===== src/hdl/axil_pkg.sv =====
/*
  AXI4-Lite channel types and the register map of the execution unit.
  Registers are 32 bits wide on a byte address; there is no burst support.
*/
package axil_pkg;

	// ====================
	// Bus geometry
	// ====================

	localparam int AXIL_ADDR_W = 8;
	localparam int AXIL_DATA_W = 32;
	localparam int AXIL_STRB_W = AXIL_DATA_W / 8;

	// Response codes as defined by the AXI spec
	localparam logic [1:0] RESP_OKAY   = 2'b00;
	localparam logic [1:0] RESP_SLVERR = 2'b10;

	// ====================
	// Channel payloads
	// ====================

	typedef struct packed {
		logic [AXIL_ADDR_W-1:0] addr;
	} axil_aw_t;

	typedef struct packed {
		logic [AXIL_DATA_W-1:0] data;
		logic [AXIL_STRB_W-1:0] strb;
	} axil_w_t;

	typedef struct packed {
		logic [1:0] resp;
	} axil_b_t;

	typedef struct packed {
		logic [AXIL_ADDR_W-1:0] addr;
	} axil_ar_t;

	typedef struct packed {
		logic [AXIL_DATA_W-1:0] data;
		logic [1:0]             resp;
	} axil_r_t;

	// ====================
	// Register map
	// ====================

	// Bit 0 enables issue into the pipeline
	localparam logic [AXIL_ADDR_W-1:0] REG_CTRL       = 8'h00;
	// Two halves of the value returned for undefined opcodes
	localparam logic [AXIL_ADDR_W-1:0] REG_DEFAULT_LO = 8'h04;
	localparam logic [AXIL_ADDR_W-1:0] REG_DEFAULT_HI = 8'h08;
	// Read-only counters, both wrap at 32 bits
	localparam logic [AXIL_ADDR_W-1:0] REG_OP_COUNT   = 8'h0C;
	localparam logic [AXIL_ADDR_W-1:0] REG_BAD_COUNT  = 8'h10;

endpackage


===== src/hdl/exec_pkg.sv =====
/*
  Opcodes and request/response payloads of the execution unit.
  Float ops assume IEEE 754 binary64 operands held in 64-bit integer words.
*/
package exec_pkg;

	// ====================
	// Widths
	// ====================

	localparam int XLEN  = 64;
	localparam int TAG_W = 8;

	// Binary64 field layout, sign sits at bit XLEN-1
	localparam int EXP_W    = 11;
	localparam int MANT_W   = 52;
	localparam int EXP_BIAS = 1023;

	// ====================
	// Opcodes
	// ====================

	// Codes 16 to 31 are undefined and return the default register value
	typedef enum logic [4:0] {
		// Three-input integer and logic ops
		OP_ADD3   = 5'd0,
		OP_SUB3   = 5'd1,
		OP_ANDC   = 5'd2,
		OP_ORC    = 5'd3,
		OP_XORC   = 5'd4,
		OP_MAJ    = 5'd5,
		OP_CMOVZ  = 5'd6,
		OP_CMPLT  = 5'd7,
		// Double-precision sign manipulation
		OP_FABS   = 5'd8,
		OP_FNEG   = 5'd9,
		OP_FSGNJ  = 5'd10,
		OP_FSGNJN = 5'd11,
		OP_FSGNJX = 5'd12,
		// Classification, result is 1 or 0
		OP_ISNAN  = 5'd13,
		OP_FINITE = 5'd14,
		// Signed integer to double, truncating
		OP_ITOF   = 5'd15
	} exec_op_e;

	// How the third operand joins the first result of ANDC/ORC/XORC
	// Code 3 is not a member and yields zero
	typedef enum logic [1:0] {
		COMB_AND = 2'd0,
		COMB_OR  = 2'd1,
		COMB_XOR = 2'd2
	} combine_e;

	// ====================
	// Payloads
	// ====================

	typedef struct packed {
		exec_op_e         op;
		combine_e         comb;
		logic [XLEN-1:0]  a;
		logic [XLEN-1:0]  b;
		logic [XLEN-1:0]  c;
		logic [TAG_W-1:0] tag;
	} exec_req_t;

	typedef struct packed {
		logic [XLEN-1:0]  value;
		logic [TAG_W-1:0] tag;
		// Set when the opcode was undefined
		logic             bad;
	} exec_rsp_t;

endpackage


===== src/hdl/exec_csr.sv =====
/*
  AXI4-Lite register block for the execution unit.
  One write and one read may be pending at a time; counters are read-only.
*/
`timescale 1ns/10ps

module exec_csr import axil_pkg::*, exec_pkg::*; #(
	parameter logic [XLEN-1:0] DEFAULT_RESET = 64'h7ff8_0000_0000_0000
) (
	input  logic            clk,
	input  logic            rst,
	input  logic            aw_valid,
	output logic            aw_ready,
	input  axil_aw_t        aw,
	input  logic            w_valid,
	output logic            w_ready,
	input  axil_w_t         w,
	output logic            b_valid,
	input  logic            b_ready,
	output axil_b_t         b,
	input  logic            ar_valid,
	output logic            ar_ready,
	input  axil_ar_t        ar,
	output logic            r_valid,
	input  logic            r_ready,
	output axil_r_t         r,
	input  logic            done_pulse,
	input  logic            bad_pulse,
	output logic            enable,
	output logic [XLEN-1:0] default_value
);

	logic                   wr_fire;
	logic                   wr_ok;
	logic                   rd_fire;
	logic                   rd_ok;
	logic [AXIL_DATA_W-1:0] rd_data;
	logic [31:0]            op_count;
	logic [31:0]            bad_count;

	// Byte-wise update of one 32-bit register
	function automatic logic [AXIL_DATA_W-1:0] merge(input logic [AXIL_DATA_W-1:0] old,
			input axil_w_t wr);
		logic [AXIL_DATA_W-1:0] res;
		res = old;
		for (int i = 0; i < AXIL_STRB_W; i++) begin
			if (wr.strb[i]) begin
				res[8*i +: 8] = wr.data[8*i +: 8];
			end
		end
		return res;
	endfunction

	// ====================
	// Write path
	// ====================

	// AW and W are taken together and only once the last B has gone
	assign wr_fire  = aw_valid && w_valid && !b_valid;
	assign aw_ready = wr_fire;
	assign w_ready  = wr_fire;
	assign wr_ok    = (aw.addr == REG_CTRL) || (aw.addr == REG_DEFAULT_LO) ||
		(aw.addr == REG_DEFAULT_HI);

	always_ff @(posedge clk) begin
		if (rst) begin
			enable        <= 1'b0;
			default_value <= DEFAULT_RESET;
		end else if (wr_fire) begin
			case (aw.addr)
				REG_CTRL: begin
					if (w.strb[0]) begin
						enable <= w.data[0];
					end
				end
				REG_DEFAULT_LO: default_value[31:0] <= merge(default_value[31:0], w);
				REG_DEFAULT_HI: default_value[XLEN-1:32] <= merge(default_value[XLEN-1:32], w);
				default: ;
			endcase
		end
	end

	always_ff @(posedge clk) begin
		if (rst) begin
			b_valid <= 1'b0;
		end else if (wr_fire) begin
			b_valid <= 1'b1;
		end else if (b_ready) begin
			b_valid <= 1'b0;
		end
	end

	always_ff @(posedge clk) begin
		if (wr_fire) begin
			b.resp <= wr_ok ? RESP_OKAY : RESP_SLVERR;
		end
	end

	// ====================
	// Read path
	// ====================

	assign ar_ready = ar_valid && !r_valid;
	assign rd_fire  = ar_valid && ar_ready;

	always_comb begin
		rd_data = '0;
		rd_ok   = 1'b1;
		case (ar.addr)
			REG_CTRL:       rd_data = {{(AXIL_DATA_W-1){1'b0}}, enable};
			REG_DEFAULT_LO: rd_data = default_value[31:0];
			REG_DEFAULT_HI: rd_data = default_value[XLEN-1:32];
			REG_OP_COUNT:   rd_data = op_count;
			REG_BAD_COUNT:  rd_data = bad_count;
			default:        rd_ok = 1'b0;
		endcase
	end

	always_ff @(posedge clk) begin
		if (rst) begin
			r_valid <= 1'b0;
		end else if (rd_fire) begin
			r_valid <= 1'b1;
		end else if (r_ready) begin
			r_valid <= 1'b0;
		end
	end

	always_ff @(posedge clk) begin
		if (rd_fire) begin
			r.data <= rd_data;
			r.resp <= rd_ok ? RESP_OKAY : RESP_SLVERR;
		end
	end

	// Counters wrap silently
	always_ff @(posedge clk) begin
		if (rst) begin
			op_count  <= '0;
			bad_count <= '0;
		end else begin
			if (done_pulse) op_count <= op_count + 32'd1;
			if (bad_pulse) bad_count <= bad_count + 32'd1;
		end
	end

endmodule


===== src/hdl/exec_top.sv =====
/*
  Execution unit top level, 5 cycles from op to result without back-pressure.
  The op port stays closed until software sets the enable bit.
*/
`timescale 1ns/10ps

module exec_top import axil_pkg::*, exec_pkg::*; #(
	parameter logic [XLEN-1:0] DEFAULT_RESET = 64'h7ff8_0000_0000_0000
) (
	input  logic      clk,
	input  logic      rst,
	input  logic      op_valid,
	output logic      op_ready,
	input  exec_req_t op,
	output logic      rsp_valid,
	input  logic      rsp_ready,
	output exec_rsp_t rsp,
	input  logic      aw_valid,
	output logic      aw_ready,
	input  axil_aw_t  aw,
	input  logic      w_valid,
	output logic      w_ready,
	input  axil_w_t   w,
	output logic      b_valid,
	input  logic      b_ready,
	output axil_b_t   b,
	input  logic      ar_valid,
	output logic      ar_ready,
	input  axil_ar_t  ar,
	output logic      r_valid,
	input  logic      r_ready,
	output axil_r_t   r
);

	logic            enable;
	logic [XLEN-1:0] default_value;
	logic            done_pulse;
	logic            bad_pulse;
	logic            buf_in_valid;
	logic            buf_in_ready;
	logic            req_valid;
	logic            req_ready;
	exec_req_t       req;
	logic            res_valid;
	logic            res_ready;
	exec_rsp_t       res;

	// Enable closes the port itself, not only the pipeline behind the buffer
	assign op_ready     = buf_in_ready && enable;
	assign buf_in_valid = op_valid && enable;

	skid_buffer #(.payload_t(exec_req_t)) in_buf (
		.clk       (clk),
		.rst       (rst),
		.in_valid  (buf_in_valid),
		.in_ready  (buf_in_ready),
		.in_data   (op),
		.out_valid (req_valid),
		.out_ready (req_ready),
		.out_data  (req)
	);

	exec_unit unit (
		.clk           (clk),
		.rst           (rst),
		.s_valid       (req_valid),
		.s_ready       (req_ready),
		.s_req         (req),
		.m_valid       (res_valid),
		.m_ready       (res_ready),
		.m_rsp         (res),
		.enable        (enable),
		.default_value (default_value),
		.done_pulse    (done_pulse),
		.bad_pulse     (bad_pulse)
	);

	skid_buffer #(.payload_t(exec_rsp_t)) out_buf (
		.clk       (clk),
		.rst       (rst),
		.in_valid  (res_valid),
		.in_ready  (res_ready),
		.in_data   (res),
		.out_valid (rsp_valid),
		.out_ready (rsp_ready),
		.out_data  (rsp)
	);

	exec_csr #(.DEFAULT_RESET(DEFAULT_RESET)) csr (
		.clk           (clk),
		.rst           (rst),
		.aw_valid      (aw_valid),
		.aw_ready      (aw_ready),
		.aw            (aw),
		.w_valid       (w_valid),
		.w_ready       (w_ready),
		.w             (w),
		.b_valid       (b_valid),
		.b_ready       (b_ready),
		.b             (b),
		.ar_valid      (ar_valid),
		.ar_ready      (ar_ready),
		.ar            (ar),
		.r_valid       (r_valid),
		.r_ready       (r_ready),
		.r             (r),
		.done_pulse    (done_pulse),
		.bad_pulse     (bad_pulse),
		.enable        (enable),
		.default_value (default_value)
	);

endmodule


===== src/hdl/exec_unit.sv =====
/*
  Three-stage execution pipeline with a fixed latency of 3 cycles.
  All stages advance together, a stall at the output freezes every stage.
*/
`timescale 1ns/10ps

module exec_unit import exec_pkg::*; (
	input  logic            clk,
	input  logic            rst,
	input  logic            s_valid,
	output logic            s_ready,
	input  exec_req_t       s_req,
	output logic            m_valid,
	input  logic            m_ready,
	output exec_rsp_t       m_rsp,
	input  logic            enable,
	input  logic [XLEN-1:0] default_value,
	output logic            done_pulse,
	output logic            bad_pulse
);

	logic            advance;
	logic            in_fire;
	logic            v1, v2, v3;
	logic            itof1, itof2, itof3;
	exec_rsp_t       rsp1, rsp2, rsp3;
	exec_rsp_t       fast;
	logic            fast_itof;
	logic [XLEN-1:0] conv;
	logic            a_exp_ones;
	logic            a_mant_nz;

	// Pipeline moves when the last stage is empty or being taken
	assign advance = !v3 || m_ready;
	// Disabling only blocks new issue, ops in flight still drain
	assign s_ready = advance && enable;
	assign in_fire = s_valid && s_ready;

	function automatic logic [XLEN-1:0] combine(input logic [XLEN-1:0] x,
			input logic [XLEN-1:0] c, input combine_e mode);
		case (mode)
			COMB_AND: return x & c;
			COMB_OR:  return x | c;
			COMB_XOR: return x ^ c;
			default:  return '0;
		endcase
	endfunction

	assign a_exp_ones = &s_req.a[XLEN-2 -: EXP_W];
	assign a_mant_nz  = |s_req.a[MANT_W-1:0];

	// ====================
	// Stage 1 decode
	// ====================

	always_comb begin
		fast.value = '0;
		fast.tag   = s_req.tag;
		fast.bad   = 1'b0;
		fast_itof  = 1'b0;
		case (s_req.op)
			OP_ADD3:   fast.value = s_req.a + s_req.b + s_req.c;
			OP_SUB3:   fast.value = s_req.a - s_req.b - s_req.c;
			OP_ANDC:   fast.value = combine(s_req.a & s_req.b, s_req.c, s_req.comb);
			OP_ORC:    fast.value = combine(s_req.a | s_req.b, s_req.c, s_req.comb);
			OP_XORC:   fast.value = combine(s_req.a ^ s_req.b, s_req.c, s_req.comb);
			OP_MAJ:    fast.value = (s_req.a & s_req.b) | (s_req.a & s_req.c) |
				(s_req.b & s_req.c);
			OP_CMOVZ:  fast.value = (s_req.a == '0) ? s_req.b : s_req.c;
			OP_CMPLT:  fast.value = {{(XLEN-1){1'b0}}, $signed(s_req.a) < $signed(s_req.b)};
			// Sign ops touch only the top bit, NaN payloads pass unchanged
			OP_FABS:   fast.value = {1'b0, s_req.a[XLEN-2:0]};
			OP_FNEG:   fast.value = {~s_req.a[XLEN-1], s_req.a[XLEN-2:0]};
			OP_FSGNJ:  fast.value = {s_req.a[XLEN-1], s_req.b[XLEN-2:0]};
			OP_FSGNJN: fast.value = {~s_req.a[XLEN-1], s_req.b[XLEN-2:0]};
			OP_FSGNJX: fast.value = {s_req.a[XLEN-1] ^ s_req.b[XLEN-1], s_req.b[XLEN-2:0]};
			OP_ISNAN:  fast.value = {{(XLEN-1){1'b0}}, a_exp_ones && a_mant_nz};
			OP_FINITE: fast.value = {{(XLEN-1){1'b0}}, !a_exp_ones};
			// Value comes from the converter in stage 3
			OP_ITOF:   fast_itof = 1'b1;
			default: begin
				fast.value = default_value;
				fast.bad   = 1'b1;
			end
		endcase
	end

	// ====================
	// Stage registers
	// ====================

	always_ff @(posedge clk) begin
		if (rst) begin
			v1 <= 1'b0;
			v2 <= 1'b0;
			v3 <= 1'b0;
		end else if (advance) begin
			v1 <= in_fire;
			v2 <= v1;
			v3 <= v2;
		end
	end

	always_ff @(posedge clk) begin
		if (advance) begin
			rsp1  <= fast;
			itof1 <= fast_itof;
			rsp2  <= rsp1;
			itof2 <= itof1;
			rsp3  <= rsp2;
			itof3 <= itof2;
		end
	end

	// Converter shares the advance signal so its stage 3 lines up with ours
	int_to_float i2f (
		.clk     (clk),
		.rst     (rst),
		.advance (advance),
		.value   (s_req.a),
		.result  (conv)
	);

	// Stage 3 picks the converter output for ITOF
	always_comb begin
		m_rsp = rsp3;
		if (itof3) begin
			m_rsp.value = conv;
		end
	end

	assign m_valid    = v3;
	assign done_pulse = v3 && m_ready;
	assign bad_pulse  = done_pulse && rsp3.bad;

endmodule


===== src/hdl/int_to_float.sv =====
/*
  Signed 64-bit integer to binary64, rounding toward zero, three stages.
  All stages move only on advance, and there is no valid tracking here.
*/
`timescale 1ns/10ps

module int_to_float import exec_pkg::*; (
	input  logic            clk,
	input  logic            rst,
	input  logic            advance,
	input  logic [XLEN-1:0] value,
	output logic [XLEN-1:0] result
);

	localparam int LZ_W = $clog2(XLEN);
	// Exponent of a value whose top set bit is bit XLEN-1
	localparam logic [EXP_W-1:0] EXP_TOP = EXP_W'(EXP_BIAS + XLEN - 1);

	// Stage 1 holds sign and magnitude
	logic            s1_sign;
	logic [XLEN-1:0] s1_mag;
	// Stage 2 holds the normalized magnitude
	logic            s2_sign;
	logic            s2_zero;
	logic [XLEN-1:0] s2_norm;
	logic [LZ_W-1:0] s2_lz;
	logic [LZ_W-1:0] lz;
	logic [EXP_W-1:0] exp_biased;

	// Last set bit seen from the bottom is the leading one
	function automatic logic [LZ_W-1:0] count_lz(input logic [XLEN-1:0] x);
		logic [LZ_W-1:0] n;
		n = '0;
		for (int i = 0; i < XLEN; i++) begin
			if (x[i]) begin
				n = LZ_W'(XLEN - 1 - i);
			end
		end
		return n;
	endfunction

	assign lz = count_lz(s1_mag);

	// ====================
	// Stages 1 and 2
	// ====================

	// Negating the most negative integer gives 2^63 as unsigned, which is exact
	always_ff @(posedge clk) begin
		if (advance) begin
			s1_sign <= value[XLEN-1];
			s1_mag  <= value[XLEN-1] ? -value : value;
			s2_sign <= s1_sign;
			s2_zero <= (s1_mag == '0);
			s2_lz   <= lz;
			s2_norm <= s1_mag << lz;
		end
	end

	// ====================
	// Stage 3
	// ====================

	assign exp_biased = EXP_TOP - EXP_W'(s2_lz);

	// Leading one is implicit, bits below the mantissa are simply dropped
	always_ff @(posedge clk) begin
		if (rst) begin
			result <= '0;
		end else if (advance) begin
			if (s2_zero) begin
				result <= '0;
			end else begin
				result <= {s2_sign, exp_biased, s2_norm[XLEN-2 -: MANT_W]};
			end
		end
	end

endmodule


===== src/hdl/skid_buffer.sv =====
/*
  Two-entry valid/ready stage, output fully registered.
  in_ready comes from local state only, so it never waits on out_ready.
*/
`timescale 1ns/10ps

module skid_buffer #(
	parameter type payload_t = logic [7:0]
) (
	input  logic     clk,
	input  logic     rst,
	input  logic     in_valid,
	output logic     in_ready,
	input  payload_t in_data,
	output logic     out_valid,
	input  logic     out_ready,
	output payload_t out_data
);

	logic     main_valid;
	logic     spare_valid;
	payload_t main_data;
	payload_t spare_data;
	logic     main_load;
	logic     spare_load;
	logic     in_fire;

	// New input is refused only while the spare entry holds an item
	assign in_ready  = !spare_valid;
	assign in_fire   = in_valid && in_ready;
	assign out_valid = main_valid;
	assign out_data  = main_data;

	// Main entry may take a new item when empty or being drained this cycle
	assign main_load  = !main_valid || out_ready;
	// Output stalled while an item arrives, so park it in the spare entry
	assign spare_load = !main_load && in_fire;

	always_ff @(posedge clk) begin
		if (rst) begin
			main_valid  <= 1'b0;
			spare_valid <= 1'b0;
		end else if (main_load) begin
			// A parked item always goes out before anything newer
			main_valid  <= spare_valid || in_valid;
			spare_valid <= 1'b0;
		end else if (in_fire) begin
			spare_valid <= 1'b1;
		end
	end

	always_ff @(posedge clk) begin
		if (main_load) begin
			main_data <= spare_valid ? spare_data : in_data;
		end
		if (spare_load) begin
			spare_data <= in_data;
		end
	end

endmodule


===== config.mk =====
export PLATFORM = sky130hd
export DESIGN_NAME = exec_top
export DESIGN_NICKNAME = d
export VERILOG_FILES = /design/src/hdl/axil_pkg.sv /design/src/hdl/exec_pkg.sv /design/src/hdl/exec_csr.sv /design/src/hdl/exec_top.sv /design/src/hdl/exec_unit.sv /design/src/hdl/int_to_float.sv /design/src/hdl/skid_buffer.sv
export SDC_FILE = /design/constraint.sdc
export NUM_CORES = 2
export LEC_CHECK = 0
export BUFFER_PORTS_ARGS = -buffer_cell sky130_fd_sc_hd__buf_4
export CORE_UTILIZATION = 60
export DETAILED_ROUTE_END_ITERATION = 7
export GPL_TIMING_DRIVEN = 0
export PLACE_DENSITY = 0.78
export REMOVE_ABC_BUFFERS = 1
export SETUP_SLACK_MARGIN = 0.4
export SYNTH_ARGS = -nofsm -noshare
export SYNTH_HDL_FRONTEND = slang
export SYNTH_SLANG_ARGS = --single-unit
export TNS_END_PERCENT = 5

===== constraint.sdc =====
create_clock -name clk -period 40.3 [get_ports clk]
set_input_delay 2.015 -clock clk [delete_from_list [all_inputs] [get_ports clk]]
set_output_delay 2.015 -clock clk [all_outputs]
set_load 0.03 [all_outputs]

==> qor.yml <==
final_common_cell: "edfxtp_1"
final-setup-viol-count: 0
ys_async_sr_fraction_pct: 0
cts.sinks: 1143
fin_worst_skew_ns: 0.0770
ys_ff_latch: 1143
clockBufferDepth: 3
hold_violations: 0
tns_ns: 0
gp_congestion: 1.04
synth_flop_cell: "edfxtp_1"
synth_area_um2: 73400
hold_class: "reg2reg"
fin_crit_ns: 6.55
grt-ovfl-total: 0
pin_count: 384
num_vias: 55800
worstPathArrival_ns: 6.97
cts_resized: 0
syn_area_per_cell_um2: 11.3
die_w_um: 352
layout.nets: 7867
maxSlewViolCount: 1
design.die.area_um2: 124000
cp_max_fo: 6
synth_edf_count: 941
slowest_delay_ns: 0.97
cts_hold_buf: 0
relSlewSlack_pct: -0.00125
syn-instance-count: 6515
grt_pass1_vias: 53600
drt_iter0_drc: 7279
cap_violations: 2
grt_antenna_before_repair: 19
core_um2: 121000
die_y_um: 352
hpwl_um: 173000
grt_pass1_wl_um: 339000
crit_chain: "fa_1, ha_1, a211oi_1, o211ai_1, a311oi_1, a21oi_1, o311ai_1, nand3_1, a21o_1, a21o_1, a21oi_1, xor2_1, o21ai_0"
drive_above_1_share_pct: 16.2
ctsHtreeMaxLevel: 3
num_rows: 127
peakVddDrop_mv: 0.0392
leakage_uw: 0.0340
initial_core_util_pct: 60.8
worstMarginPinSlew_ns: 1.46
grt_usage_pct: 36.8
worstSetupPathType: "reg2reg"
tritoncts: "yes"
pwr_density_cell_nw_per_um2: 39.8
required_ns: 40.72
io_buffers: 381
areaGrowthSynthToFinish_pct: 13.2
fin_ws_ns: 33.75
ant_nets: 0
cts_setup_buffers: 0
ys_seq_area_share_pct: 44.0
synth_warnings: 0
synth.distinct_cells: 102
cp-start-kind: "flop"
outcome: "complete, but fails checks"
yosys.area.top_type_share_pct: 38.5
wl_per_cell_um: 27.3
drc: 3
max_freq_mhz: 153
routed_wl_um: 231000
min_period_over_period_pct: 16.3
dr.pass1.iters: 8
finalPower_uw: 3300
avgViaCountPerCell: 6.58
clk_latency_ns: 0.80
grt_max_degree: 144
clk_pin_slew_ns: 0.07
most-common-layout-cells: "941 x edfxtp_1, 708 x ha_1, 457 x inv_1"
crit_slowest_cell: "o21ai_0"
violations: "DRC, capacitance limit, slew limit"
rsz0062_at_grt: "false"
clock_tree.root_cell: "clkbuf_16"
cp-end-kind: "flop"
synth.top_cells.by_area: "edfxtp_1 39%, ha_1 12%, mux2_2 5.7%"
dpl_worst_slack_ns: 34.13
synth.largest_area_cell: "edfxtp_1"
numCtsBuffers: 113
## per-stage QoR
| stage | std cells | cell area [um2] | hold slack, ns | utilization [%] |
|---|---|---|---|---|
| after floorplan | 6169 | 72000 | 0.400 | - |
| after global routing | 8475 | 83000 | 0.421 | 68.8 |
| after global placement | 8162 | 76800 | 0.400 | 63.7 |
| after detailed placement | 8259 | 79100 | 0.405 | 65.6 |
| final | 8481 | 83000 | 0.415 | 68.9 |
| after CTS | 8473 | 83000 | 0.409 | 68.8 |
## critical path, delay by kind of cell (launching register included)
kind | cells | cell delay [ns]
and+or+nand+nor | 1 | 0.17
adders and majority gates | 2 | 0.99
AOI/OAI and AO/OA | 9 | 4.36
xor gates and xnor gates | 1 | 0.11
DFF | 1 | 0.55
## metal layers
layer / wire, um / vias up / GRT usage, %
li1: - / 24800 / -
met1: 93200 / 27400 / 50.3
met2: 102000 / 3043 / 55.5
met3: 25500 / 526 / 9.36
met4: 10700 / 10 / 15.8
met5: 63 / - / 0
## flip-flops by register name, indices dropped and copies added, names as in the netlist, 6 cells and up
| signal | cells |
|---|---|
| csr.r | 33 |
| unit.i2f.s2_norm | 52 |
| csr.default_value | 64 |
| unit.i2f.s2_lz | 6 |
| unit.m_rsp | 9 |
| unit.i2f.result | 64 |
| unit.rsp3 | 64 |
| in_buf.spare_data | 207 |
| in_buf.out_data | 207 |
| csr.bad_count | 32 |
| unit.rsp1 | 73 |
| out_buf.spare_data | 73 |
| unit.rsp2 | 73 |
| out_buf.out_data | 73 |
| unit.i2f.s1_mag | 64 |
| csr.op_count | 32 |
## kinds of logic (layout without fill, tap and decap cells)
logic type / after synthesis / in the layout / synth area share [%]
simple gates: 1292 / 1292 / 8.42
other cells: 1 / 9 / 0.00511
compound gates: 1446 / 1446 / 13.7
fa+ha+maj: 836 / 836 / 15.6
mux: 762 / 762 / 11.3
flops: 1143 / 1143 / 44.0
xor+xnor: 222 / 222 / 2.65
buf+inv: 813 / 1159 / 4.32
## worst paths after layout
kind,from,cells after the start,slack (ns),end
worst min register to register,unit.rsp1[46],0,0.42,unit.rsp2[46]
worst min-delay path,unit.rsp1[46],0,0.42,unit.rsp2[46]
worst max register to register,in_buf.out_data[10],13,33.75,unit.rsp1[53]
worst max-delay path,in_buf.out_data[10],13,33.75,unit.rsp1[53]
## synth_stat cells (all sizes together) (33+ instances only)
master,number
o211ai,38
nor4,39
o31ai,40
a22oi,82
a211oi,38
o21ai,174
o221ai,33
a31oi,36
clkbuf,264
nand3b,68
a221oi,117
a21oi,282
and3,39
a21o,58
ha,708
buf,83
nand2,409
dfxtp,202
mux2i,374
o21a,48
xnor2,127
mux2,374
nor2,338
nor3,54
fa,128
edfxtp,941
o22ai,217
nand3,137
inv,463
nand4,49
xor2,95
## where the power goes
group          leakage [uW]  total (uW)  switching (uW)  internal, uW
logic                0.0208         764             453           311
registers            0.0113        1440            75.3          1360
clock network       0.00190        1100             477           625
total                0.0340        3300            1000          2300
## final cells by class
type                            instances  area (um2)
Clock inverter                         57         771
Sequential cell                      1143       32300
Multi-Input combinational cell       4560       38100
Antenna cell                            7        17.5
Fill cell                            8673       37600
Tap cell                             1612        2020
Timing Repair Buffer                  479        4940
Clock buffer                          157        3150
Inverter                              466        1760
Power figures use the tool's default switching activity.
